`src/design/imgproc_pkg.sv`:
```
package imgproc_pkg;

	//////////////////////////////
	// Frame and zone geometry
	//////////////////////////////

	localparam int IMAGE_W   = 64;
	localparam int IMAGE_H   = 48;
	localparam int ZONE_COLS = 4;
	localparam int ZONE_ROWS = 4;
	localparam int ZONE_W    = IMAGE_W / ZONE_COLS; // 16 pixels
	localparam int ZONE_H    = IMAGE_H / ZONE_ROWS; // 12 lines
	localparam int NUM_ZONES = ZONE_COLS * ZONE_ROWS;
	localparam int COORD_W   = 7;

	typedef logic [COORD_W-1:0] coord_t;

	//////////////////////////////
	// Stream types
	//////////////////////////////

	typedef struct packed {
		logic [7:0] red;
		logic [7:0] green;
		logic [7:0] blue;
	} pixel_t;

	typedef struct packed {
		pixel_t pixel;
		logic   sop;
		logic   eop;
	} beat_t;

	// Position and packet state of the beat in the middle stage
	typedef struct packed {
		coord_t x;
		coord_t y;
		logic   pixel;     // Non-descriptor beat of a video packet
		logic   video;
		logic   frame_end; // Last beat of a video frame
	} scan_t;

	typedef struct packed {
		coord_t left;
		coord_t right;
		coord_t top;
		coord_t bottom;
	} box_t;

	typedef box_t [NUM_ZONES-1:0] box_set_t;

	//////////////////////////////
	// Register map
	//////////////////////////////

	localparam pixel_t BOX_COL_DEFAULT = '{red: 8'h00, green: 8'hff, blue: 8'h00};
	localparam logic [31:0] ID_WORD = 32'h1234EEE2;

	localparam logic [2:0] ADDR_STATUS  = 3'd0;
	localparam logic [2:0] ADDR_ID      = 3'd2;
	localparam logic [2:0] ADDR_BOX_COL = 3'd3;

endpackage

```
`src/design/ctrl_regs.sv`:
```
module ctrl_regs (
	input  logic                clk,
	input  logic                reset_n,
	input  logic                s_chipselect,
	input  logic                s_read,
	input  logic                s_write,
	input  logic [2:0]          s_address,
	input  logic [31:0]         s_writedata,
	output logic [31:0]         s_readdata,
	output imgproc_pkg::pixel_t box_col
);
	import imgproc_pkg::*;

	logic [7:0] reg_status; // Scratch byte for software
	logic       wr_en;
	logic       rd_en;

	assign wr_en = s_chipselect & s_write;
	assign rd_en = s_chipselect & s_read;

	//////////////////////////////
	// Writes
	//////////////////////////////

	always_ff @(posedge clk) begin
		if (!reset_n) begin
			reg_status <= 8'h00;
			box_col    <= BOX_COL_DEFAULT;
		end else if (wr_en) begin
			case (s_address)
				ADDR_STATUS:  reg_status <= s_writedata[7:0];
				ADDR_BOX_COL: box_col    <= pixel_t'(s_writedata[23:0]);
				default:      ;
			endcase
		end
	end

	//////////////////////////////
	// Reads
	//////////////////////////////

	// Data shows one cycle after the strobe and holds until the next read
	always_ff @(posedge clk) begin
		if (!reset_n) begin
			s_readdata <= 32'h0;
		end else if (rd_en) begin
			case (s_address)
				ADDR_STATUS:  s_readdata <= {24'h0, reg_status};
				ADDR_ID:      s_readdata <= ID_WORD;
				ADDR_BOX_COL: s_readdata <= {8'h0, box_col};
				default:      s_readdata <= 32'h0; // Unmapped
			endcase
		end
	end

endmodule

```
`src/design/frame_scan.sv`:
```
module frame_scan (
	input  logic               clk,
	input  logic               reset_n,
	input  logic               mid_valid,
	input  logic               mid_take,
	input  imgproc_pkg::beat_t mid_beat,
	output imgproc_pkg::scan_t scan
);
	import imgproc_pkg::*;

	coord_t x;
	coord_t y;
	logic   packet_video;
	logic   desc_video;

	// Descriptor with a zero low blue nibble opens a video packet
	assign desc_video = (mid_beat.pixel.blue[3:0] == 4'h0);

	//////////////////////////////
	// Coordinate counters
	//////////////////////////////

	always_ff @(posedge clk) begin
		if (!reset_n) begin
			x            <= '0;
			y            <= '0;
			packet_video <= 1'b0;
		end else if (mid_take) begin
			if (mid_beat.sop) begin
				x            <= '0;
				y            <= '0;
				packet_video <= desc_video; // Held until the next descriptor
			end else if (x == coord_t'(IMAGE_W - 1)) begin
				x <= '0;
				y <= y + 1'b1;
			end else begin
				x <= x + 1'b1;
			end
		end
	end

	//////////////////////////////
	// Beat description
	//////////////////////////////

	always_comb begin
		scan.x         = x;
		scan.y         = y;
		scan.pixel     = mid_valid & ~mid_beat.sop & packet_video;
		// Descriptor beat reports the type it is about to open
		scan.video     = mid_beat.sop ? desc_video : packet_video;
		scan.frame_end = mid_valid & mid_beat.eop & scan.video;
	end

	// Line wrap keeps x inside the frame
	assert property (@(posedge clk) disable iff (!reset_n)
		x < coord_t'(IMAGE_W));

endmodule

```
`src/design/imgproc_top.sv`:
```
module imgproc_top (
	input  logic               clk,
	input  logic               reset_n,

	// Register bus
	input  logic               s_chipselect,
	input  logic               s_read,
	input  logic               s_write,
	input  logic [2:0]         s_address,
	input  logic [31:0]        s_writedata,
	output logic [31:0]        s_readdata,

	// Stream sink
	input  imgproc_pkg::beat_t sink_beat,
	input  logic               sink_valid,
	output logic               sink_ready,

	// Stream source
	output imgproc_pkg::beat_t source_beat,
	output logic               source_valid,
	input  logic               source_ready,

	input  logic               mode
);
	import imgproc_pkg::*;

	beat_t    mid_beat;
	logic     mid_valid;
	logic     mid_ready;
	logic     mid_take;
	beat_t    shaded_beat;
	pixel_t   shaded_pixel;
	scan_t    scan;
	box_set_t boxes;
	pixel_t   box_col;
	logic     detect;

	assign mid_take    = mid_valid & mid_ready;
	assign shaded_beat = '{pixel: shaded_pixel, sop: mid_beat.sop, eop: mid_beat.eop};

	//////////////////////////////
	// Stream path
	//////////////////////////////

	stream_reg in_reg (
		.clk       (clk),
		.reset_n   (reset_n),
		.in_valid  (sink_valid),
		.in_ready  (sink_ready),
		.in_beat   (sink_beat),
		.out_valid (mid_valid),
		.out_ready (mid_ready),
		.out_beat  (mid_beat)
	);

	stream_reg out_reg (
		.clk       (clk),
		.reset_n   (reset_n),
		.in_valid  (mid_valid),
		.in_ready  (mid_ready),
		.in_beat   (shaded_beat),
		.out_valid (source_valid),
		.out_ready (source_ready),
		.out_beat  (source_beat)
	);

	//////////////////////////////
	// Control and datapath
	//////////////////////////////

	frame_scan scan_i (
		.clk       (clk),
		.reset_n   (reset_n),
		.mid_valid (mid_valid),
		.mid_take  (mid_take),
		.mid_beat  (mid_beat),
		.scan      (scan)
	);

	zone_tracker tracker_i (
		.clk      (clk),
		.reset_n  (reset_n),
		.mid_take (mid_take),
		.scan     (scan),
		.detect   (detect),
		.boxes    (boxes)
	);

	pixel_shader shader_i (
		.pixel_in  (mid_beat.pixel),
		.scan      (scan),
		.mode      (mode),
		.boxes     (boxes),
		.box_col   (box_col),
		.pixel_out (shaded_pixel),
		.detect    (detect)
	);

	ctrl_regs regs_i (
		.clk          (clk),
		.reset_n      (reset_n),
		.s_chipselect (s_chipselect),
		.s_read       (s_read),
		.s_write      (s_write),
		.s_address    (s_address),
		.s_writedata  (s_writedata),
		.s_readdata   (s_readdata),
		.box_col      (box_col)
	);

endmodule

```
`src/design/pixel_shader.sv`:
```
module pixel_shader (
	input  imgproc_pkg::pixel_t   pixel_in,
	input  imgproc_pkg::scan_t    scan,
	input  logic                  mode,
	input  imgproc_pkg::box_set_t boxes,
	input  imgproc_pkg::pixel_t   box_col,
	output imgproc_pkg::pixel_t   pixel_out,
	output logic                  detect
);
	import imgproc_pkg::*;

	localparam pixel_t WHITE = '{red: 8'hff, green: 8'hff, blue: 8'hff};

	logic [7:0] grey;
	logic       on_edge;
	pixel_t     shaded;

	// Bright in all three channels
	assign detect = pixel_in.red[7] & pixel_in.green[7] & pixel_in.blue[7];

	// Max 127 + 63 + 63, no overflow
	assign grey = {1'b0, pixel_in.green[7:1]} + {2'b0, pixel_in.red[7:2]}
		+ {2'b0, pixel_in.blue[7:2]};

	//////////////////////////////
	// Box overlay
	//////////////////////////////

	// Edges span the whole frame, not just their zone
	always_comb begin
		on_edge = 1'b0;
		for (int z = 0; z < NUM_ZONES; z++) begin
			if (scan.x == boxes[z].left || scan.x == boxes[z].right ||
				scan.y == boxes[z].top || scan.y == boxes[z].bottom) begin
				on_edge = 1'b1;
			end
		end
	end

	always_comb begin
		if (on_edge) begin
			shaded = box_col; // Overlay wins over highlight
		end else if (detect) begin
			shaded = WHITE;
		end else begin
			shaded = '{red: grey, green: grey, blue: grey};
		end
	end

	// Descriptors and non-video packets pass untouched
	assign pixel_out = (mode && scan.pixel) ? shaded : pixel_in;

endmodule

```
`src/design/stream_reg.sv`:
```
module stream_reg (
	input  logic               clk,
	input  logic               reset_n,
	input  logic               in_valid,
	output logic               in_ready,
	input  imgproc_pkg::beat_t in_beat,
	output logic               out_valid,
	input  logic               out_ready,
	output imgproc_pkg::beat_t out_beat
);
	import imgproc_pkg::*;

	beat_t skid_beat;
	logic  skid_valid;
	logic  in_take;
	logic  load_out; // Output slot free or draining this cycle

	// Ready comes straight from the skid flop
	assign in_ready = ~skid_valid;
	assign in_take  = in_valid & in_ready;
	assign load_out = ~out_valid | out_ready;

	always_ff @(posedge clk) begin
		if (!reset_n) begin
			out_valid  <= 1'b0;
			skid_valid <= 1'b0;
		end else if (load_out) begin
			out_valid  <= skid_valid | in_take;
			skid_valid <= 1'b0;
		end else if (in_take) begin
			skid_valid <= 1'b1; // Output stalled, park the beat
		end
	end

	always_ff @(posedge clk) begin
		if (load_out) begin
			out_beat <= skid_valid ? skid_beat : in_beat; // Skid entry is older
		end
		if (in_take && !load_out) begin
			skid_beat <= in_beat;
		end
	end

	// A stalled beat must hold until it is taken
	assert property (@(posedge clk) disable iff (!reset_n)
		out_valid && !out_ready |=> out_valid && $stable(out_beat));

endmodule

```
`src/design/zone_tracker.sv`:
```
module zone_tracker (
	input  logic                  clk,
	input  logic                  reset_n,
	input  logic                  mid_take,
	input  imgproc_pkg::scan_t    scan,
	input  logic                  detect,
	output imgproc_pkg::box_set_t boxes
);
	import imgproc_pkg::*;

	localparam int ZONE_IDX_W = $clog2(NUM_ZONES);

	// Empty bounds, inverted so the first hit overwrites them
	localparam box_t ACC_INIT = '{
		left:   coord_t'(IMAGE_W - 1),
		right:  coord_t'(0),
		top:    coord_t'(IMAGE_H - 1),
		bottom: coord_t'(0)
	};

	box_set_t              acc;      // left/right/top/bottom hold min x, max x, min y, max y
	box_set_t              acc_next;
	coord_t                zone_col;
	coord_t                zone_row;
	logic [ZONE_IDX_W-1:0] zone;
	logic                  preset;
	logic                  hit;

	assign zone_col = coord_t'(scan.x / ZONE_W);
	assign zone_row = coord_t'(scan.y / ZONE_H);
	assign zone     = ZONE_IDX_W'(zone_row * ZONE_COLS + zone_col);

	// Video descriptor opens a fresh frame
	assign preset = mid_take & scan.video & ~scan.pixel;
	assign hit    = mid_take & scan.pixel & detect & (scan.y < coord_t'(IMAGE_H));

	//////////////////////////////
	// Bound accumulators
	//////////////////////////////

	always_comb begin
		acc_next = acc;
		if (preset) begin
			for (int z = 0; z < NUM_ZONES; z++) begin
				acc_next[z] = ACC_INIT;
			end
		end else if (hit) begin
			if (scan.x < acc[zone].left)   acc_next[zone].left   = scan.x;
			if (scan.x > acc[zone].right)  acc_next[zone].right  = scan.x;
			if (scan.y < acc[zone].top)    acc_next[zone].top    = scan.y;
			if (scan.y > acc[zone].bottom) acc_next[zone].bottom = scan.y;
		end
	end

	always_ff @(posedge clk) begin
		acc <= acc_next;
	end

	//////////////////////////////
	// Box latch
	//////////////////////////////

	// Latch includes the eop pixel's own update
	always_ff @(posedge clk) begin
		if (!reset_n) begin
			boxes <= '0;
		end else if (mid_take && scan.frame_end) begin
			boxes <= acc_next;
		end
	end

	for (genvar z = 0; z < NUM_ZONES; z++) begin : g_box_chk
		assert property (@(posedge clk) disable iff (!reset_n)
			mid_take && scan.frame_end |=>
				boxes[z].left < coord_t'(IMAGE_W) && boxes[z].right < coord_t'(IMAGE_W) &&
				boxes[z].top < coord_t'(IMAGE_H) && boxes[z].bottom < coord_t'(IMAGE_H));
	end

endmodule

```
`config.mk`:
```
export PLATFORM = sky130hd
export DESIGN_NAME = imgproc_top
export DESIGN_NICKNAME = d
export VERILOG_FILES = /design/src/design/imgproc_pkg.sv /design/src/design/ctrl_regs.sv /design/src/design/frame_scan.sv /design/src/design/imgproc_top.sv /design/src/design/pixel_shader.sv /design/src/design/stream_reg.sv /design/src/design/zone_tracker.sv
export SDC_FILE = /design/constraint.sdc
export NUM_CORES = 2
export LEC_CHECK = 0
export ABC_AREA = 1
export ABC_CLOCK_PERIOD_IN_PS = 6330
export BUFFER_PORTS_ARGS = -buffer_cell sky130_fd_sc_hd__buf_2
export CORE_ASPECT_RATIO = 0.75
export CORE_MARGIN = 3
export CORE_UTILIZATION = 34
export DETAILED_ROUTE_END_ITERATION = 10
export GPL_ROUTABILITY_DRIVEN = 0
export PLACE_DENSITY_LB_ADDON = 0.25
export SYNTH_ARGS = -nofsm -noshare
export SYNTH_HDL_FRONTEND = slang
export SYNTH_SLANG_ARGS = --single-unit
```
`constraint.sdc`:
```
create_clock -name clk -period 6.33 [get_ports clk]
set_input_delay 1.266 -clock clk [delete_from_list [all_inputs] [get_ports clk]]
set_output_delay 1.266 -clock clk [all_outputs]
set_load 0.05 [all_outputs]
```
### Word level (Yosys, flattened, before mapping)

Cells that the tools add are included.

| storage, ports and cells | value |
|---|---|
| word-level logic and storage cells | 382 |
| output and inout port bits | 60 |
| input bits | 69 |
| register bits | 1083 |

| operators by class | value |
|---|---|
| bitwise logic cells | 26 |
| $lt $le $gt $ge | 7 |
| eq/ne operators | 67 |
| mux-type cells | 53 |
| add/sub/neg operators | 5 |
| reduce and logical (&&, ||, !) cells | 63 |
| divide/modulo/power cells | 1 |

Operators by type and width:

| cell | count |
|---|---|
| two-way mux 448 bit | 12 |
| bitwise mux 448 bit | 4 |
| demux 28 bit (select 4 bit) | 4 |
| == test 7 bit | 64 |
| binary-select mux 28 bit (select 4 bit) | 1 |
| case mux 29 bit (3 select lines) | 1 |
| two-way mux 24 bit | 3 |
| two-way mux 28 bit | 2 |
| two-way mux 26 bit | 2 |
| logical OR 1 bit | 48 |
| two-way mux 7 bit | 5 |
| divider 7 x 4 -> 32 bit (second input constant) | 1 |
| two-way mux 21 bit | 1 |
| two-way mux 1 bit | 17 |
| AND 1 bit | 15 |
| adder 7 x 1 -> 7 bit (second input constant) | 2 |
| > comparator 7 bit | 2 |
| less-than comparator 7 bit | 2 |
| two-way mux 14 bit | 1 |
| adder 7 x 6 -> 8 bit | 1 |
| adder 8 x 6 -> 8 bit | 1 |
| == test 7 x 6 -> 1 bit (second input constant) | 1 |
| less-than comparator 7 x 6 -> 1 bit (second input constant) | 1 |
| NOT 1 bit | 7 |
| 12 further kinds | 24 |

### Depth between registers and ports, before layout

| depth | value |
|---|---|
| depth after elaboration | 23 |
| mapped depth | 40 |
| gate-level depth less buffers | 34 |

### Modules after synthesis

From an unflattened synthesis, not the netlist that was laid out.

| unflattened totals | value |
|---|---|
| cell total of the unflattened synthesis | 8605 |
| area total of the unflattened synthesis | 57480.1 um^2 |

By module, submodules not included:

| module | cells each | area an instance (um^2) | seq. area each (um^2) | times used |
|---|---|---|---|---|
| zone_tracker | 6311 | 42275.5 | 17937.2 | 1 |
| pixel_shader | 1574 | 8047.7 | 0.0 | 1 |
| stream_reg | 147 | 2015.7 | 1601.5 | 2 |
| ctrl_regs | 298 | 2264.7 | 1141.1 | 1 |
| frame_scan | 126 | 853.3 | 300.3 | 1 |
| imgproc_top | 2 | 7.5 | 0.0 | 1 |

### Worst setup path after synthesis

No wires, ideal clock.

| timing | value |
|---|---|
| path type | register to register |
| from | register scan_i.y[5] |
| to | register tracker_i.boxes[140] (netlist name) |
| library setup time | 0.128 ns |
| arrival | 5.345 ns |
| period minus slack after synthesis | 5.473 ns |
| cell stages (with the launch flop) | 37 |
| path slack | 0.857 ns |
| path through | dfxtp_1 > buf_6 > buf_4 > buf_2 > clkbuf_1 > ha_1 > inv_1 > nand2_1 > nand2_1 > nand3_1 > nand2_1 > a21oi_1 > o21ai_0 > o311ai_0 > ha_1 > clkbuf_2 > inv_1 > nand2_4 > buf_6 > clkinv_1 > clkbuf_1 > nand2_1 > o2111ai_1 > ha_1 > nand2_1 > inv_1 > nand3_1 > o21bai_1 > a31oi_1 > inv_2 > buf_2 > nor2_2 > inv_1 > a21oi_1 > o21ai_0 > nand3_1 > a21oi_1 |

| between the ends | value |
|---|---|
| word-level cells in the longest chain between the ends | 20 |
| elaborated cells on any way between the ends | 34 |

Ends and longest elaborated chain:

| item | line | source |
|---|---|---|
| from (decl) | frame_scan.sv:12 | `coord_t y;` |
| from (signal assigned) | frame_scan.sv:35 | `y <= y + 1'b1;` |
| divider 7 x 4 -> 32 bit | zone_tracker.sv:30 | `assign zone_row = coord_t'(scan.y / ZONE_H);` |
| adder 4 x 3 -> 4 bit | zone_tracker.sv:31 | `assign zone = ZONE_IDX_W'(zone_row * ZONE_COLS + zone_col);` |
| binary-select mux 28 bit (select 4 bit) | - |  |
| two-way mux 28 bit (not written as such) | zone_tracker.sv:48 | `if (scan.x < acc[zone].left) acc_next[zone].left = scan.x;` |
| less-than comparator 7 bit | zone_tracker.sv:48 |  |
| two-way mux 448 bit | zone_tracker.sv:48 |  |
| two-way mux 448 bit | zone_tracker.sv:47 | `end else if (hit) begin` |
| two-way mux 448 bit | zone_tracker.sv:43 | `if (preset) begin` |
| [... 4 more ...] | - |  |
| bitwise mux 448 bit | zone_tracker.sv:50 | `if (scan.y < acc[zone].top) acc_next[zone].top = scan.y;` |
| two-way mux 448 bit | zone_tracker.sv:50 |  |
| two-way mux 448 bit | zone_tracker.sv:47 |  |
| two-way mux 448 bit | zone_tracker.sv:43 |  |
| bitwise mux 448 bit | zone_tracker.sv:51 | `if (scan.y > acc[zone].bottom) acc_next[zone].bottom = scan.y;` |
| two-way mux 448 bit | zone_tracker.sv:51 |  |
| two-way mux 448 bit (*) | zone_tracker.sv:47 |  |
| two-way mux 448 bit (*) | zone_tracker.sv:43 |  |

Mark *: on every way between the ends. The rest lies on a longest branch, timed or not. The select of a mux whose other input is x is not followed.
A chain may end at the register's enable or synchronous reset.

### Final worst setup path

| timing | value |
|---|---|
| from | register scan_i.y[6] |
| to | register tracker_i.boxes[295] (netlist name) |

| between the ends | value |
|---|---|
| word-level cells in the longest chain between the ends | 20 |
| elaborated cells on any way between the ends | 34 |

Ends and longest elaborated chain:

| item | line |
|---|---|
| divider 7 x 4 -> 32 bit | zone_tracker.sv:30 |
| adder 4 x 3 -> 4 bit | zone_tracker.sv:31 |
| binary-select mux 28 bit (select 4 bit) | - |
| two-way mux 28 bit (not written as such) | zone_tracker.sv:48 |
| less-than comparator 7 bit | zone_tracker.sv:48 |
| two-way mux 448 bit | zone_tracker.sv:48 |
| two-way mux 448 bit | zone_tracker.sv:47 |
| two-way mux 448 bit | zone_tracker.sv:43 |
| [... 4 more ...] | - |
| bitwise mux 448 bit | zone_tracker.sv:50 |
| two-way mux 448 bit | zone_tracker.sv:50 |
| two-way mux 448 bit | zone_tracker.sv:47 |
| two-way mux 448 bit | zone_tracker.sv:43 |
| bitwise mux 448 bit | zone_tracker.sv:51 |
| two-way mux 448 bit | zone_tracker.sv:51 |
| two-way mux 448 bit (*) | zone_tracker.sv:47 |
| two-way mux 448 bit (*) | zone_tracker.sv:43 |

Marked as above.

==> insert_results.sql <==
INSERT INTO impl_metrics (metric_group, metric, value, unit) VALUES
('critical_path', 'critPathMaxFanout', '28', ''),
('synthesis', 'yosysSeqAreaShare', '40.2', '%'),
('routing', 'first_iter_violations', '6376', ''),
('critical_path', 'regToRegEndpoint', 'tracker_i.boxes[295]', ''),
('timing', 'worstMarginPinSlew', '1.31', 'ns'),
('clocking', 'cts-htree-levels', '3', ''),
('clocking', 'cts_made_buffers', '109', ''),
('timing', 'timing.final.ws_setup', '0.404', 'ns'),
('clocking', 'cts_tree', 'done', ''),
('timing', 'finalHoldViolations', '0', ''),
('synthesis', 'synthXorXnorAreaFrac', '5.96', '%'),
('synthesis', 'synth_enable_flop_cells', '104', ''),
('synthesis', 'synthMuxAreaShare', '0', '%'),
('pwr', 'power_per_cell_area', '242', 'nW/µm²'),
('floorplan', 'die-height', '358', 'µm'),
('timing', 'fin_skew', '0.0288', 'ns'),
('placement', 'post-dp-hpwl', '129', 'mm'),
('clocking', 'cts_num_sinks', '1076', ''),
('clocking', 'clk_latency', '0.74', 'ns'),
('synthesis', 'post_synth_and_or_nand_nor_area_fraction', '23.0', '%'),
('placement', 'placement.io_buffers', '114', ''),
('worst_hold_path', 'worst_hold_startpoint', 'regs_i.reg_status[4]', ''),
('clocking', 'hold_buffers', '0', ''),
('floorplan', 'die_area', '170000', 'µm²'),
('grt', 'grt_antenna_before_repair', '12', ''),
('timing', 'slew_headroom', '12.4', '%'),
('critical_path', 'rr_worst_depth', '26', ''),
('floorplan', 'pin_count', '129', ''),
('status', 'status', 'finished, final reports clean', ''),
('routing', 'drt_pre_antenna_iters', '6', ''),
('synthesis', 'yosys.area.top_type', 'sky130_fd_sc_hd__dfxtp_1', ''),
('grt', 'global_route_wire_length_before_repair', '302', 'mm'),
('layout', 'proportion_of_layout_cells_with_a_drive_suffix_above_1', '9.48', '%'),
('synthesis', 'synth_top_family_by_area', 'simple AND/OR/NAND/NOR gates', ''),
('run', 'max-cap-violations', '0', ''),
('clocking', 'resized_gates_after_cts', '0', ''),
('placement', 'dp.cells', '9674', ''),
('timing', 'setup_viol_count_final', '0', ''),
('pwr', 'power.ir.vdd_worst', '218', 'µV'),
('synthesis', 'synthDominantCellAreaShare', '34.7', '%'),
('layout', 'post-route-cell-area', '62000', 'µm²'),
('synthesis', 'yosys_warnings', '0', ''),
('critical_path', 'crit_path_arrival_time', '6.51', 'ns'),
('critical_path', 'crit-reg2reg-launch', 'scan_i.y[6]', ''),
('synthesis', 'netlist_area', '56100', 'µm²'),
('grt', 'global_route.overflow_total', '0', ''),
('synthesis', 'postSynthCellCount', '7840', ''),
('floorplan', 'die_w', '475', 'µm'),
('pwr', 'leakage', '0.0312', 'µW'),
('synthesis', 'flip_flop_and_latch_count_after_synthesis', '1076', ''),
('timing', 'unrepaired_setup_endpoints_after_global_routing', 'no', ''),
('grt', 'aggregate_global_route_resource_usage', '23.1', '%'),
('timing', 'final.period_utilization', '93.6', '%'),
('routing', 'routed_length_per_instance', '20.7', 'µm'),
('clocking', 'cts_setup_buffers', '0', ''),
('routing', 'remaining_drc_errors', '0', ''),
('routing', 'vias_per_cell', '5.32', ''),
('floorplan', 'coreArea', '163000', 'µm²'),
('critical_path', 'worst_ep_required_time', '6.91', 'ns'),
('layout', 'post_layout_nonfiller_instances', '9879', ''),
('worst_hold_path', 'min_path_type', 'flip-flop to flip-flop', ''),
('synthesis', 'post_synth.cell_area_avg', '7.16', 'µm²'),
('layout', 'fin_nets', '7753', ''),
('synthesis', 'ys_types', '56', ''),
('synthesis', 'synthTopCellsByArea', 'sky130_fd_sc_hd__dfxtp_1, sky130_fd_sc_hd__nand2_1, sky130_fd_sc_hd__inv_1, sky130_fd_sc_hd__o21ai_0, sky130_fd_sc_hd__nand3_1', ''),
('critical_path', 'reg2reg_setup_slack', '0.40', 'ns'),
('critical_path', 'start_kind', 'flip-flop', ''),
('floorplan', 'floorplan.initialDensity', '34.4', '%'),
('timing', 'fmax', '169', 'MHz'),
('routing', 'routed_wirelength', '204', 'mm'),
('layout', 'insertedDiodeCount', '0', '');
==> layout make-up <==
cell class                 instances  area (µm²)
clock buffer                     157        3260
multi-input combinational       5066       26800
inverter                        1151        4350
fill                           16998      101000
timing repair buffer             236        1750
tap                             2145        2680
clock inverter                    48         577
sequential                      1076       22600
==> cells in the final DEF, fill, tap and decap left out, types with 113 or more instances in the layout <==
cell type and n:
sky130_fd_sc_hd__o21ai_0 752, sky130_fd_sc_hd__nand4_1 171, sky130_fd_sc_hd__inv_1 1092, sky130_fd_sc_hd__xor2_1 237
sky130_fd_sc_hd__nand3_1 644, sky130_fd_sc_hd__clkbuf_16 113, sky130_fd_sc_hd__buf_2 113, sky130_fd_sc_hd__nand2_1 1435
sky130_fd_sc_hd__a21oi_1 571, sky130_fd_sc_hd__dfxtp_1 958, sky130_fd_sc_hd__xnor2_1 145, sky130_fd_sc_hd__nor2_1 270
sky130_fd_sc_hd__o22ai_1 181, sky130_fd_sc_hd__or2_2 168
==> logic make-up (layout without fill, tap and decap cells) <==
kind of cell,after synthesis,after routing
other,1,6
buffers and inverters,1703,1592
DFF,1076,1076
adders and majority gates,44,44
and+or+nand+nor,2856,2856
AOI/OAI and AO/OA,1778,1778
xor gates and xnor gates,382,382
==> where the power goes <==
group          internal (µW)  leakage (µW)  switching [µW]
Sequential              7040       0.00889             101
Clock                   4030       0.00189            2990
Combinational            265        0.0204             602
==> Yosys cell counts, types with 13 or more instances <==
master	number
sky130_fd_sc_hd__a21oi_1	572
sky130_fd_sc_hd__inv_2	43
sky130_fd_sc_hd__buf_2	76
sky130_fd_sc_hd__nor3_1	67
sky130_fd_sc_hd__nor2_1	274
sky130_fd_sc_hd__a221oi_1	40
sky130_fd_sc_hd__or2_2	168
sky130_fd_sc_hd__nor2_2	13
sky130_fd_sc_hd__and2_1	25
sky130_fd_sc_hd__o21ai_0	752
sky130_fd_sc_hd__nand3_1	644
sky130_fd_sc_hd__o21ai_1	48
sky130_fd_sc_hd__ha_1	37
sky130_fd_sc_hd__xnor2_1	145
sky130_fd_sc_hd__o21a_1	102
sky130_fd_sc_hd__dfxtp_1	972
sky130_fd_sc_hd__buf_1	69
sky130_fd_sc_hd__o22ai_1	181
sky130_fd_sc_hd__buf_6	17
sky130_fd_sc_hd__a22oi_1	16
sky130_fd_sc_hd__inv_1	1099
sky130_fd_sc_hd__clkbuf_1	330
sky130_fd_sc_hd__nand4_1	171
sky130_fd_sc_hd__edfxtp_1	104
sky130_fd_sc_hd__xor2_1	237
sky130_fd_sc_hd__nand2_1	1438
sky130_fd_sc_hd__buf_4	52
sky130_fd_sc_hd__nor2_4	18
sky130_fd_sc_hd__o2111ai_1	15
==> layer usage <==
metal | GRT usage (%) | share of wire (%) | up-vias
met5 | 0 | 0.017 | -
met4 | 5.64 | 2.3 | 6
met3 | 4.27 | 9.2 | 287
met2 | 32.9 | 41 | 2176
met1 | 35.5 | 47 | 24959
li1 | - | - | 25095
==> state kept, by name, indices dropped and copies added, names as in the netlist <==
| name | flops |
|---|---|
| regs_i.reg_status | 8 |
| regs_i.box_col | 24 |
| regs_i.s_readdata | 25 |
| out_reg.skid_beat | 26 |
| scan_i.packet_video | 1 |
| in_reg.skid_valid | 1 |
| scan_i.y | 7 |
| in_reg.out_valid | 1 |
| tracker_i.boxes | 448 |
| scan_i.x | 7 |
| in_reg.skid_beat | 26 |
| in_reg.out_beat | 26 |
| out_reg.out_valid | 1 |
| out_reg.out_beat | 26 |
| out_reg.skid_valid | 1 |
| tracker_i.acc | 448 |
==> critical path, stage by stage, from the launching register on <==
cell and delay (ns):
sky130_fd_sc_hd__dfxtp_2 0.36, sky130_fd_sc_hd__ha_1 0.21, sky130_fd_sc_hd__nor2_2 0.17, sky130_fd_sc_hd__inv_1 0.10, sky130_fd_sc_hd__nand3_1 0.09, sky130_fd_sc_hd__nand2_1 0.07, sky130_fd_sc_hd__a21oi_1 0.16, sky130_fd_sc_hd__nand2_1 0.06
sky130_fd_sc_hd__o21ai_0 0.07, sky130_fd_sc_hd__o311ai_0 0.19, sky130_fd_sc_hd__ha_1 0.69, sky130_fd_sc_hd__inv_1 0.28, sky130_fd_sc_hd__nand2_4 0.13, sky130_fd_sc_hd__buf_4 0.41, sky130_fd_sc_hd__o2111ai_1 0.20, sky130_fd_sc_hd__ha_1 0.38
sky130_fd_sc_hd__nand2_1 0.06, sky130_fd_sc_hd__a21oi_1 0.12, sky130_fd_sc_hd__inv_1 0.06, sky130_fd_sc_hd__a41oi_1 0.52, sky130_fd_sc_hd__inv_2 0.41, sky130_fd_sc_hd__nor2_1 0.30, sky130_fd_sc_hd__inv_1 0.21, sky130_fd_sc_hd__a21oi_1 0.16
sky130_fd_sc_hd__o21ai_0 0.11, sky130_fd_sc_hd__nand3_1 0.13, sky130_fd_sc_hd__a21oi_1 0.09
==> per-stage QoR <==
stage / hold slack [ns] / power (µW)
after floorplan: 0.425 / 7840
after global placement: 0.437 / 8130
after detailed placement: 0.446 / 8140
after CTS: 0.455 / 15100
after global routing: 0.472 / 15500
final: 0.454 / 15000
==> worst max path at each step <==
stage,startpoint,to,slack (ns),cells after the start
3_5_place_dp,scan_i.y[5],tracker_i.boxes[239],0.49,26
2_1_floorplan,scan_i.y[5],tracker_i.boxes[140],0.86,36
3_3_place_gp,scan_i.y[5],tracker_i.boxes[239],0.46,29
6_report,scan_i.y[6],tracker_i.boxes[295],0.40,26
5_1_grt,scan_i.y[5],tracker_i.boxes[294],0.03,26
4_1_cts,scan_i.y[5],tracker_i.boxes[240],0.46,26
No activity file was read; power rests on OpenSTA's default activity.
